[src/modemPkg.sv]
`default_nettype none

package modemPkg;

	////////////////////////////////////////
	// Data path widths
	////////////////////////////////////////
	parameter int DATA_WIDTH   = 4;	// One nibble per FIFO word
	parameter int SYMBOL_WIDTH = 2;	// Bits per QPSK symbol
	parameter int GAIN_WIDTH   = 4;	// Amplitude control at the top

	// Signed sample width
	// 15 * 1.65 * sqrt(2) still fits after CORDIC growth
	parameter int IQ_WIDTH     = 8;

	////////////////////////////////////////
	// Types
	////////////////////////////////////////
	typedef logic [DATA_WIDTH-1:0] nibble_t;	// Payload of both FIFOs

	// One QPSK symbol
	// High bit selects a negative I
	// Low bit selects a negative Q
	typedef logic [SYMBOL_WIDTH-1:0] dibit_t;

endpackage

`default_nettype wire

[src/cordicPkg.sv]
`default_nettype none

package cordicPkg;

	////////////////////////////////////////
	// Angle format
	////////////////////////////////////////
	// Unsigned fraction of a full turn
	// Zero lies on the positive I axis and angles grow counterclockwise
	parameter int ANGLE_WIDTH = 12;

	typedef logic [ANGLE_WIDTH-1:0] angle_t;

	parameter angle_t quarterTurn = angle_t'(1 << (ANGLE_WIDTH - 2));
	parameter angle_t halfTurn    = angle_t'(1 << (ANGLE_WIDTH - 1));

	////////////////////////////////////////
	// Arctangent per stage
	////////////////////////////////////////
	parameter int ATAN_STAGES = 12;	// Longest pipeline supported

	// atan(2^-i) in units of 1/4096 turn
	parameter angle_t atanTable [ATAN_STAGES] = '{
		12'd512,	// 45 degrees
		12'd302,
		12'd160,
		12'd81,
		12'd41,
		12'd20,
		12'd10,
		12'd5,
		12'd3,
		12'd1,
		12'd1,
		12'd0	// Below one LSB
	};

endpackage

`default_nettype wire

[src/iqIf.sv]
`default_nettype none

interface iqIf #(
	parameter int WIDTH = 8
) ();

	logic             valid;	// Word present
	logic             ready;	// Sink takes the word
	logic             last;	// Second dibit of a nibble
	logic [WIDTH-1:0] data0;	// I sample or angle
	logic [WIDTH-1:0] data1;	// Q sample

	modport source (
		output valid,
		output last,
		output data0,
		output data1,
		input  ready
	);

	modport sink (
		input  valid,
		input  last,
		input  data0,
		input  data1,
		output ready
	);

endinterface

`default_nettype wire

[src/syncFifo.sv]
`default_nettype none

module syncFifo #(
	parameter int WIDTH = 4,
	parameter int DEPTH = 8
) (
	input  logic             inClock,
	input  logic             reset,
	input  logic             writeEnable,
	input  logic [WIDTH-1:0] writeData,
	output logic             full,
	input  logic             readEnable,
	output logic [WIDTH-1:0] readData,
	output logic             empty
);

	localparam int PTR_WIDTH   = (DEPTH > 1) ? $clog2(DEPTH) : 1;
	localparam int COUNT_WIDTH = $clog2(DEPTH + 1);

	logic [WIDTH-1:0]       mem [DEPTH];
	logic [PTR_WIDTH-1:0]   writePtr;
	logic [PTR_WIDTH-1:0]   readPtr;
	logic [COUNT_WIDTH-1:0] count;	// Words stored
	logic                   push;
	logic                   pop;

	// Wraps at DEPTH, so DEPTH need not be a power of two
	function automatic logic [PTR_WIDTH-1:0] nextPtr(input logic [PTR_WIDTH-1:0] ptr);
		return (ptr == PTR_WIDTH'(DEPTH - 1)) ? '0 : ptr + 1'b1;
	endfunction

	assign push     = writeEnable && !full;	// Write while full is dropped
	assign pop      = readEnable && !empty;	// Read while empty is ignored
	assign full     = (count == COUNT_WIDTH'(DEPTH));
	assign empty    = (count == '0);
	assign readData = mem[readPtr];	// Head always on the output

	always_ff @(posedge inClock) begin
		if (reset) begin
			writePtr <= '0;
			readPtr  <= '0;
			count    <= '0;
		end else begin
			if (push) begin
				writePtr <= nextPtr(writePtr);
			end
			if (pop) begin
				readPtr <= nextPtr(readPtr);
			end
			case ({push, pop})
				2'b10:   count <= count + 1'b1;
				2'b01:   count <= count - 1'b1;
				default: count <= count;	// Both or neither
			endcase
		end
	end

	always_ff @(posedge inClock) begin
		if (push) begin
			mem[writePtr] <= writeData;
		end
	end

endmodule

`default_nettype wire

[src/qpskMapper.sv]
`default_nettype none

module qpskMapper import modemPkg::*; #(
	parameter int IQ_WIDTH = modemPkg::IQ_WIDTH
) (
	input  logic                  inClock,
	input  logic                  reset,
	input  nibble_t               fifoData,
	input  logic                  fifoEmpty,
	output logic                  fifoRead,
	input  logic [GAIN_WIDTH-1:0] gain,
	iqIf.source                   iq
);

	typedef enum logic {
		selHigh,	// Waiting for a nibble
		selLow	// Low dibit still to send
	} mapState_t;

	mapState_t           state;
	logic                regFree;	// Output register empty or being taken
	logic                loadLow;
	dibit_t              highDibit;
	dibit_t              lowDibit;	// Held while the high point waits
	logic [IQ_WIDTH-1:0] gainNow;
	logic [IQ_WIDTH-1:0] gainReg;	// Amplitude sampled at the pop
	logic                outValid;
	logic                outLast;
	logic [IQ_WIDTH-1:0] outI;
	logic [IQ_WIDTH-1:0] outQ;

	function automatic logic [IQ_WIDTH-1:0] scale(
		input logic                negative,
		input logic [IQ_WIDTH-1:0] magnitude
	);
		return negative ? -magnitude : magnitude;
	endfunction

	assign highDibit = fifoData[DATA_WIDTH-1 -: SYMBOL_WIDTH];
	assign gainNow   = IQ_WIDTH'(gain);
	assign regFree   = !outValid || iq.ready;
	assign fifoRead  = (state == selHigh) && !fifoEmpty && regFree;
	assign loadLow   = (state == selLow) && regFree;

	always_ff @(posedge inClock) begin
		if (reset) begin
			state    <= selHigh;
			outValid <= 1'b0;
		end else if (fifoRead) begin
			state    <= selLow;
			outValid <= 1'b1;
		end else if (loadLow) begin
			state    <= selHigh;
			outValid <= 1'b1;
		end else if (iq.ready) begin
			outValid <= 1'b0;	// Word taken, nothing new
		end
	end

	always_ff @(posedge inClock) begin
		if (fifoRead) begin
			outI     <= scale(highDibit[1], gainNow);
			outQ     <= scale(highDibit[0], gainNow);
			outLast  <= 1'b0;
			lowDibit <= fifoData[SYMBOL_WIDTH-1:0];
			gainReg  <= gainNow;
		end else if (loadLow) begin
			outI    <= scale(lowDibit[1], gainReg);
			outQ    <= scale(lowDibit[0], gainReg);
			outLast <= 1'b1;	// Closes the nibble
		end
	end

	assign iq.valid = outValid;
	assign iq.last  = outLast;
	assign iq.data0 = outI;
	assign iq.data1 = outQ;

endmodule

`default_nettype wire

[src/cordicVectoring.sv]
`default_nettype none

module cordicVectoring import cordicPkg::*; #(
	parameter int ITERATIONS = 10,	// At most ATAN_STAGES
	parameter int IQ_WIDTH   = modemPkg::IQ_WIDTH
) (
	input  logic inClock,
	input  logic reset,
	iqIf.sink    iq,
	iqIf.source  angle
);

	localparam int XY_WIDTH = IQ_WIDTH + 2;	// Headroom for the CORDIC gain

	// Index 0 is the pre-rotation register
	logic signed [XY_WIDTH-1:0] xStage [ITERATIONS+1];
	logic signed [XY_WIDTH-1:0] yStage [ITERATIONS+1];
	angle_t                     zStage [ITERATIONS+1];
	logic [ITERATIONS:0]        stageValid;
	logic [ITERATIONS:0]        stageLast;
	logic signed [XY_WIDTH-1:0] inI;
	logic signed [XY_WIDTH-1:0] inQ;
	logic                       advance;

	assign inI = XY_WIDTH'(signed'(iq.data0));
	assign inQ = XY_WIDTH'(signed'(iq.data1));

	// Whole pipeline holds while the result waits
	assign advance  = angle.ready || !stageValid[ITERATIONS];
	assign iq.ready = advance;

	////////////////////////////////////////
	// Valid chain
	////////////////////////////////////////
	always_ff @(posedge inClock) begin
		if (reset) begin
			stageValid <= '0;
		end else if (advance) begin
			stageValid <= {stageValid[ITERATIONS-1:0], iq.valid};
		end
	end

	////////////////////////////////////////
	// Rotation stages
	////////////////////////////////////////
	always_ff @(posedge inClock) begin
		if (advance) begin
			stageLast <= {stageLast[ITERATIONS-1:0], iq.last};

			// Left half plane folded by a half turn
			if (inI < 0) begin
				xStage[0] <= -inI;
				yStage[0] <= -inQ;
				zStage[0] <= halfTurn;
			end else begin
				xStage[0] <= inI;
				yStage[0] <= inQ;
				zStage[0] <= '0;
			end

			// Drive Q toward zero and sum the angles used
			for (int i = 0; i < ITERATIONS; i++) begin
				if (yStage[i] < 0) begin
					xStage[i+1] <= xStage[i] - (yStage[i] >>> i);
					yStage[i+1] <= yStage[i] + (xStage[i] >>> i);
					zStage[i+1] <= zStage[i] - atanTable[i];	// Wraps modulo a turn
				end else begin
					xStage[i+1] <= xStage[i] + (yStage[i] >>> i);
					yStage[i+1] <= yStage[i] - (xStage[i] >>> i);
					zStage[i+1] <= zStage[i] + atanTable[i];
				end
			end
		end
	end

	assign angle.valid = stageValid[ITERATIONS];
	assign angle.last  = stageLast[ITERATIONS];
	assign angle.data0 = zStage[ITERATIONS];
	assign angle.data1 = '0;	// No second word on this link

endmodule

`default_nettype wire

[src/qpskSlicer.sv]
`default_nettype none

module qpskSlicer import modemPkg::*, cordicPkg::*; (
	input  logic    inClock,
	input  logic    reset,
	iqIf.sink       angle,
	output nibble_t fifoData,
	output logic    fifoWrite,
	input  logic    fifoFull
);

	angle_t     angleWord;
	logic [1:0] quadrant;
	dibit_t     symbol;
	dibit_t     firstDibit;	// High dibit of the nibble in progress
	logic       take;

	// Quadrant order is Gray coded
	function automatic dibit_t quadrantToDibit(input logic [1:0] q);
		dibit_t d;
		case (q)
			2'd0:    d = 2'b00;
			2'd1:    d = 2'b10;
			2'd2:    d = 2'b11;
			default: d = 2'b01;
		endcase
		return d;
	endfunction

	assign angleWord = angle.data0;
	assign quadrant  = 2'(angleWord / quarterTurn);	// Top two angle bits
	assign symbol    = quadrantToDibit(quadrant);

	assign angle.ready = !fifoFull;
	assign take        = angle.valid && angle.ready;

	// Nibble goes out in the cycle of the second dibit
	assign fifoWrite = take && angle.last;
	assign fifoData  = {firstDibit, symbol};

	always_ff @(posedge inClock) begin
		if (reset) begin
			firstDibit <= '0;
		end else if (take && !angle.last) begin
			firstDibit <= symbol;
		end
	end

endmodule

`default_nettype wire

[src/modemTop.sv]
`default_nettype none

module modemTop import modemPkg::*, cordicPkg::*; #(
	parameter int IN_DEPTH   = 8,
	parameter int OUT_DEPTH  = 4,
	parameter int ITERATIONS = 10,
	parameter int IQ_WIDTH   = modemPkg::IQ_WIDTH
) (
	input  logic                  inClock,
	input  logic                  reset,
	input  nibble_t               inData,
	input  logic                  inWriteEnable,
	output logic                  inFull,
	input  logic [GAIN_WIDTH-1:0] inGain,
	output nibble_t               outData,
	input  logic                  outReadEnable,
	output logic                  outEmpty
);

	nibble_t inHead;	// FWFT head of the input FIFO
	logic    inEmpty;
	logic    inRead;
	nibble_t slicedData;
	logic    slicedWrite;
	logic    outFull;

	iqIf #(.WIDTH(IQ_WIDTH))    mapToCordic ();
	iqIf #(.WIDTH(ANGLE_WIDTH)) cordicToSlicer ();

	////////////////////////////////////////
	// Input side
	////////////////////////////////////////
	syncFifo #(
		.WIDTH (DATA_WIDTH),
		.DEPTH (IN_DEPTH)
	) inFifo (
		.inClock     (inClock),
		.reset       (reset),
		.writeEnable (inWriteEnable),
		.writeData   (inData),
		.full        (inFull),
		.readEnable  (inRead),
		.readData    (inHead),
		.empty       (inEmpty)
	);

	qpskMapper #(
		.IQ_WIDTH (IQ_WIDTH)
	) u_mapper (
		.inClock   (inClock),
		.reset     (reset),
		.fifoData  (inHead),
		.fifoEmpty (inEmpty),
		.fifoRead  (inRead),
		.gain      (inGain),
		.iq        (mapToCordic.source)
	);

	////////////////////////////////////////
	// Processing
	////////////////////////////////////////
	cordicVectoring #(
		.ITERATIONS (ITERATIONS),
		.IQ_WIDTH   (IQ_WIDTH)
	) u_cordic (
		.inClock (inClock),
		.reset   (reset),
		.iq      (mapToCordic.sink),
		.angle   (cordicToSlicer.source)
	);

	////////////////////////////////////////
	// Output side
	////////////////////////////////////////
	qpskSlicer u_slicer (
		.inClock   (inClock),
		.reset     (reset),
		.angle     (cordicToSlicer.sink),
		.fifoData  (slicedData),
		.fifoWrite (slicedWrite),
		.fifoFull  (outFull)	// Back-pressure starts here
	);

	syncFifo #(
		.WIDTH (DATA_WIDTH),
		.DEPTH (OUT_DEPTH)
	) outFifo (
		.inClock     (inClock),
		.reset       (reset),
		.writeEnable (slicedWrite),
		.writeData   (slicedData),
		.full        (outFull),
		.readEnable  (outReadEnable),
		.readData    (outData),
		.empty       (outEmpty)
	);

endmodule

`default_nettype wire

[config.mk]
export PLATFORM = sky130hd
export DESIGN_NAME = modemTop
export DESIGN_NICKNAME = d
export VERILOG_FILES = /design/src/modemPkg.sv /design/src/cordicPkg.sv /design/src/iqIf.sv /design/src/syncFifo.sv /design/src/qpskMapper.sv /design/src/cordicVectoring.sv /design/src/qpskSlicer.sv /design/src/modemTop.sv
export SDC_FILE = /design/constraint.sdc
export NUM_CORES = 1
export LEC_CHECK = 0
export BUFFER_PORTS_ARGS = -buffer_cell sky130_fd_sc_hd__buf_2
export CAP_MARGIN = 20
export CORE_AREA = 2 2 234 236
export CTS_BUF_LIST = sky130_fd_sc_hd__clkbuf_16
export DETAILED_ROUTE_END_ITERATION = 8
export DIE_AREA = 0 0 236 238
export GPL_TIMING_DRIVEN = 0
export PLACE_DENSITY_LB_ADDON = 0.15
export SLEW_MARGIN = 20
export SYNTH_ARGS = -nofsm -noshare
export SYNTH_HDL_FRONTEND = slang
export SYNTH_SLANG_ARGS = --single-unit
[constraint.sdc]
create_clock -name inClock -period 7.4 [get_ports inClock]
set_input_delay 1.11 -clock inClock [delete_from_list [all_inputs] [get_ports inClock]]
set_output_delay 1.11 -clock inClock [all_outputs]
set_load 0.03 [all_outputs]
==> results of run 1 <==
layout by cell type (no fill, tap or decap), drive strengths merged, types with 8 or more instances in the layout:
master	count
edfxtp	331
ha	272
inv	207
nor2	194
xnor2	160
a21oi	155
nand2	136
o21ai	121
xor2	80
o21a	62
clkbuf	62
nor3	53
nor2b	44
buf	39
dfxtp	38
a21o	34
nand2b	32
o31ai	24
nand3	22
clkinv	22
a21boi	21
fa	21
mux2i	16
a211oi	15
and2	13
or4	13
nor4	13
mux4	12
a31oi	11
or3	8
o22ai	8
state kept, by name (all words and copies together), names as in the netlist, 3 cells and up, named ones only:
name	count
u_cordic.zStage	83
inFifo.writePtr	3
inFifo.readPtr	3
outFifo.count	3
outFifo.mem	16
u_cordic.xStage	80
u_mapper.gainReg	4
inFifo.mem	32
u_mapper.iq.data0	6
u_cordic.yStage	90
u_cordic.stageValid	11
u_cordic.stageLast	11
inFifo.count	4
u_mapper.iq.data1	7
worst min-delay path by stage:
stage	to	slack, ns	cells after the start
after floorplan	u_cordic.stageLast[10]$_DFFE_PN_	0.40	0
after global placement	u_cordic.stageLast[1]$_DFFE_PN_	0.41	0
after detailed placement	u_cordic.stageLast[9]$_DFFE_PN_	0.41	0
after CTS	u_cordic.stageLast[9]$_DFFE_PN_	0.42	0
after global routing	u_cordic.stageLast[5]$_DFFE_PN_	0.43	0
final	u_cordic.stageLast[5]$_DFFE_PN_	0.41	0
through the flow:
| stage | util (%) | instances |
|---|---|---|
| after floorplan | - | 2238 |
| after global placement | 46.4 | 2951 |
| after detailed placement | 46.5 | 2952 |
| after CTS | 49.3 | 3033 |
| after global routing | 49.3 | 3033 |
| final | 49.3 | 3033 |
cell families after synthesis:
kind of cell	count (synthesis)	share of synthesized area, %
multiplexers	32	2.10
flip-flops	369	44.8
AO/OA/AOI/OAI	506	13.3
buffers and inverters	240	3.93
AND/OR/NAND/NOR	558	11.0
adder cells (fa/ha/maj)	293	16.0
XOR/XNOR	240	8.80
cell type report:
type                    count  area, sq um  area share, %
flip-flops and latches    369        10700           40.6
plain buffers              37          178          0.674
clock inverters            35          334           1.27
well taps                 696          871           3.31
clock buffers              46         1150           4.37
inverters                 203          762           2.89
repair buffers             18          100          0.380
multi-input cells        1629        12300           46.5
per-layer routing:
layer | global-route usage, % | routed length (um) | share of wire [%] | vias to the layer above
li1 | - | - | - | 8159
met1 | 21.6 | 21600 | 45 | 7716
met2 | 31.1 | 23700 | 49 | 194
met3 | 2.86 | 1570 | 3.3 | 88
met4 | 5.46 | 1310 | 2.7 | 0
met5 | 0 | 0 | 0 | -
critical path: stages, from the launching register on:
cell and delay (ns):
dfxtp_1 0.37, and4bb_4 0.31, inv_2 0.37, buf_6 0.26
nand2_1 0.26, buf_2 0.34, fa_1 0.47, a211oi_1 0.23
nor2_1 0.11, or4_1 0.40, a31oi_1 0.30, o21ai_0 0.19
xnor2_1 0.16
==> qor.yml, run 1 <==
outcome:
  status: "finished, final reports clean"
yosys:
  synth_enable_flop_cells: 331
  syn-cell-area_sq_mm: 0.0239
  yosysMostFrequentCell: "edfxtp_1"
  synth-seq-cells: 369
  synth-async-reset-ratio_pct: 0
  yosysSeqAreaShare_pct: 44.8
  syn_nets: 2543
  yosysTopAreaCell: "edfxtp_1"
  yosys_warnings: 0
  syn_area_per_cell_sq_um: 10.7
  synthTopCellsByArea: "edfxtp_1 42%, ha_1 14%, xnor2_1 5.9%"
  synth_top_area_share_pct: 41.6
  yosys-top-cells-count: "331 x edfxtp_1, 272 x ha_1, 198 x inv_1"
  ys_types: 72
  synthFlopType: "edfxtp_1"
  netlist_instances: 2238
worst_setup_path:
  crit_path_max_fanout: 18
  ff2ff_setup_slack_ns: 3.37
  start_kind: "flop"
  worstSetupEndpointType: "flop"
  r2r_end: "u_cordic.zStage[3][23]$_DFFE_PP_"
  cp.arrival_ns: 4.35
  critPathKind: "reg -> reg"
  crit_path_start: "outFifo.count[1]$_SDFFE_PP0P_"
  critPathRequiredTime_ns: 7.72
  crit_end: "u_cordic.zStage[3][23]$_DFFE_PP_"
  reg2reg_from: "outFifo.count[1]$_SDFFE_PP0P_"
  reg2reg_depth: 12
place:
  hpwlAfterDp_um: 36700
  routabilityCongestion: 0.827
  port_buffers: 17
  postPlaceCellArea_sq_mm: 0.0249
  post-place-ws_ns: 3.30
clock_tree:
  cts_setup_buffers: 0
  cts_tree: "yes"
  clockRootBuffer: "clkbuf_16"
  ctsResizeCount: 0
  clock_sinks: 369
  hold_buffers: 0
  cts.clk_slew.worst_paths_ns: 0.06
  insertion_delay_ns: 0.57
  cts-htree-levels: 2
  cts_buffers: 44
  clockBufferDepth: 3
sta:
  setup_ws_ns: 3.37
  finalCritPeriodShare_pct: 54.5
  slew_headroom_pct: 34.0
  holdWs_ns: 0.414
  setup_viol: 0
  drv_slew: 0
  fin_setup_tns_ns: 0
  max_freq_mhz: 248
  min_period_ns: 4.03
  worst_clock_skew_ns: 0.0218
  finalHoldViolations: 0
  rsz0062_at_grt: "no"
  worst_pin_slew_ns: 0.990
die:
  die_h_um: 238
  coreArea_sq_mm: 0.0535
  rows: 85
  die_x_um: 236
  start_util_pct: 44.7
  die_area_sq_mm: 0.0562
  pin_count: 18
routing:
  first_iter_violations: 823
  antenna_left: 0
  vias: 16200
  drc_errors: 0
  vias_per_cell: 5.33
  wl_per_cell_um: 15.9
  drt_first_pass_iters: 5
  wl_um: 48100
cells_and_area:
  nNetsFinal: 2607
  n_fill_cell: 4828
  area_growth_pct: 10.3
  design_area_sq_mm: 0.0263
  diodes: 0
  drive_above_1_share_pct: 6.42
run:
  maxCapViolations: 0
grt:
  grt_usage_pct: 17.4
  grt_antenna_before_repair: 0
  grt_overflow_total: 0
  grt_pass1_wl_um: 80000
  grt_pass1_vias: 16300
  grt_max_degree: 33
worst_hold_path:
  holdCritStartpoint: "u_cordic.stageLast[4]$_DFFE_PN_"
  min_path_type: "reg -> reg"
Power of run 1 is left out: the tool's default activity adds up to more than one toggle a clock period on the data nets, which glitch-free logic cannot reach.
==> run 2, diff against run 1 <==
clock period = 3.4 ns   (was 7.4 ns; I/O delays follow)
==> qor.yml, run 2 (synthesis results as in run 1) <==
routing:
  drc_errors: 0  # unchanged
  first_iter_violations: 800  # -2.8%
  antenna_left: 0  # unchanged
  wl_per_cell_um: 16.0  # +0.78%
  wl_um: 48600  # +1.0%
  drt_first_pass_iters: 5  # unchanged
  vias_per_cell: 5.34  # +0.26%
  vias: 16200  # +0.53%
die:
  pin_count: 18  # unchanged
  die_x_um: 236  # unchanged
  die_area_sq_mm: 0.0562  # unchanged
  rows: 85  # unchanged
  start_util_pct: 44.7  # unchanged
  coreArea_sq_mm: 0.0535  # unchanged
  die_h_um: 238  # unchanged
place:
  hpwlAfterDp_um: 36700  # unchanged
  routabilityCongestion: 0.827  # unchanged
  dp.cells: 2952  # unchanged
  port_buffers: 17  # unchanged
  postPlaceCellArea_sq_mm: 0.0249  # unchanged
sta:
  worst_pin_slew_ns: 1.01  # +0.0214 ns
  drv_slew: 0  # unchanged
  holdWs_ns: 0.174  # -0.241 ns
  rsz0062_at_grt: "yes"
  min_period_ns: 3.30  # -0.734 ns
  max_freq_mhz: 303  # +22%
  finalHoldViolations: 0  # unchanged
  slew_headroom_pct: 32.5  # -1.4 points
  finalCritPeriodShare_pct: 97.0  # +43 points
  setup_viol: 0  # unchanged
  worst_clock_skew_ns: 0.0236  # +0.00177 ns
grt:
  grt_overflow_total: 0  # unchanged
  grt_use_met2_pct: 31.4  # +0.26 points
  grt_use_met1_pct: 21.8  # +0.19 points
  grt_usage_pct: 17.6  # +0.15 points
  grt_antenna_before_repair: 0  # unchanged
  grt_max_degree: 33  # unchanged
  busiest_layer: "met2"
  grt_pass1_vias: 16400  # +0.50%
  grt.met3_usage_pct: 2.87  # +0.012 points
  grt_pass1_wl_um: 80600  # +0.69%
worst_setup_path:
  cp.arrival_ns: 3.62  # -0.73 ns
  start_kind: "flop"
  critical_path.top_delay_family: "simple AND/OR/NAND/NOR gates"
  worstSetupEndpointType: "flop"
  cp_num_cells: 12  # unchanged
  critPathKind: "reg -> reg"
  critPathRequiredTime_ns: 3.72  # -4.00 ns
  path_cells: "and4bb_4, inv_8, buf_12, nand2_4, clkinvlp_4, ha_2, a211oi_2, nor2_1, or4_1, a31oi_4, o21ai_0, xnor2_1"
  worst-path-buf-inv: 3  # unchanged
  slowest_delay_ns: 0.46  # about the same
  crit_path_max_fanout: 10  # -8
  crit_slowest_cell: "or4_1"
  reg2reg_depth: 12  # unchanged
clock_tree:
  hold_buffers: 0  # unchanged
  cts.clk_slew.worst_paths_ns: 0.06  # about the same
  insertion_delay_ns: 0.57  # about the same
  cts_buffers: 44  # unchanged
  clock_sinks: 369  # unchanged
  clockRootBuffer: "clkbuf_16"
  cts_tree: "yes"
  cts-htree-levels: 2  # unchanged
  clockBufferDepth: 3  # unchanged
cells_and_area:
  design_area_sq_mm: 0.0266  # +0.97%
  diodes: 0  # unchanged
  drive_above_1_share_pct: 7.72  # +1.3 points
  area_growth_pct: 11.4
  layout_common_cells: "331 x edfxtp_1, 271 x ha_1, 196 x inv_1"
  largest_register_ffs: 90  # unchanged
  final_util_pct: 49.7  # +0.48 points
  nNetsFinal: 2615  # +0.31%
  final_cells: 3041  # +0.26%
  final_common_cell: "edfxtp_1"
  n_fill_cell: 4814  # -0.29%
  largest-register: "u_cordic.yStage"
  largest_registers: "u_cordic.yStage (90), u_cordic.zStage (83), u_cordic.xStage (80)"
worst_hold_path:
  min_path_type: "in -> reg"
  holdPathStages: 1  # +1
outcome:
  status: "finished, final reports clean"
run:
  maxCapViolations: 0  # unchanged
-- run 2: path summary, 6_finish.rpt --
check	startpoint	endpoint	slack [ns]
worst min-delay path	inGain[0]	u_mapper.gainReg[0]$_DFFE_PN_	0.17
worst max-delay path	outFifo.count[1]$_SDFFE_PP0P_	u_cordic.zStage[3][23]$_DFFE_PP_	0.10
worst max register to register	outFifo.count[1]$_SDFFE_PP0P_	u_cordic.zStage[3][23]$_DFFE_PP_	0.10
worst min register to register	u_cordic.stageLast[4]$_DFFE_PN_	u_cordic.stageLast[5]$_DFFE_PN_	0.41
-- run 2: through the flow --
stage / TNS [ns] / setup slack, ns
after floorplan: 0 / 0.305
after global placement: -48.25 / -0.707
after CTS: 0 / 0.00124
final: 0 / 0.101
after global routing: -1.78 / -0.0792
after detailed placement: -45.66 / -0.701
-- run 2: worst reg2reg max path, cell delays in order, from the launching register on --
cell and delay [ns]:
dfxtp_1 0.33, and4bb_4 0.43, inv_8 0.11, buf_12 0.17
nand2_4 0.16, clkinvlp_4 0.20, ha_2 0.34, a211oi_2 0.22
nor2_1 0.10, or4_1 0.46, a31oi_4 0.22, o21ai_0 0.16
xnor2_1 0.16
-- run 2: final cells by class --
class	count	area, sq um	share of cell area, %
multi-input cells	1629	12300	46.4
flip-flops and latches	369	10700	40.2
clock buffers	46	1150	4.33
well taps	696	871	3.27
inverters	203	796	2.99
clock inverters	35	334	1.26
plain buffers	37	248	0.931
repair buffers	23	138	0.517
repair inverters	3	22.5	0.0847
-- run 2: metal layers --
metal | share of wire (%) | routed length, um
met4 | 2.8 | 1360
met1 | 44 | 21400
met2 | 49 | 24000
met3 | 3.9 | 1890
met5 | 0 | 0
-- run 2: what timing repair did --
item	4_1_cts	5_1_grt
hold endpoints to repair	0	0
setup buffers	1	4
gates resized for setup	37	42
pin swaps	1	3
setup endpoints to repair	240	71
gates cloned	2	1
Power of run 2 is left out for the same reason.
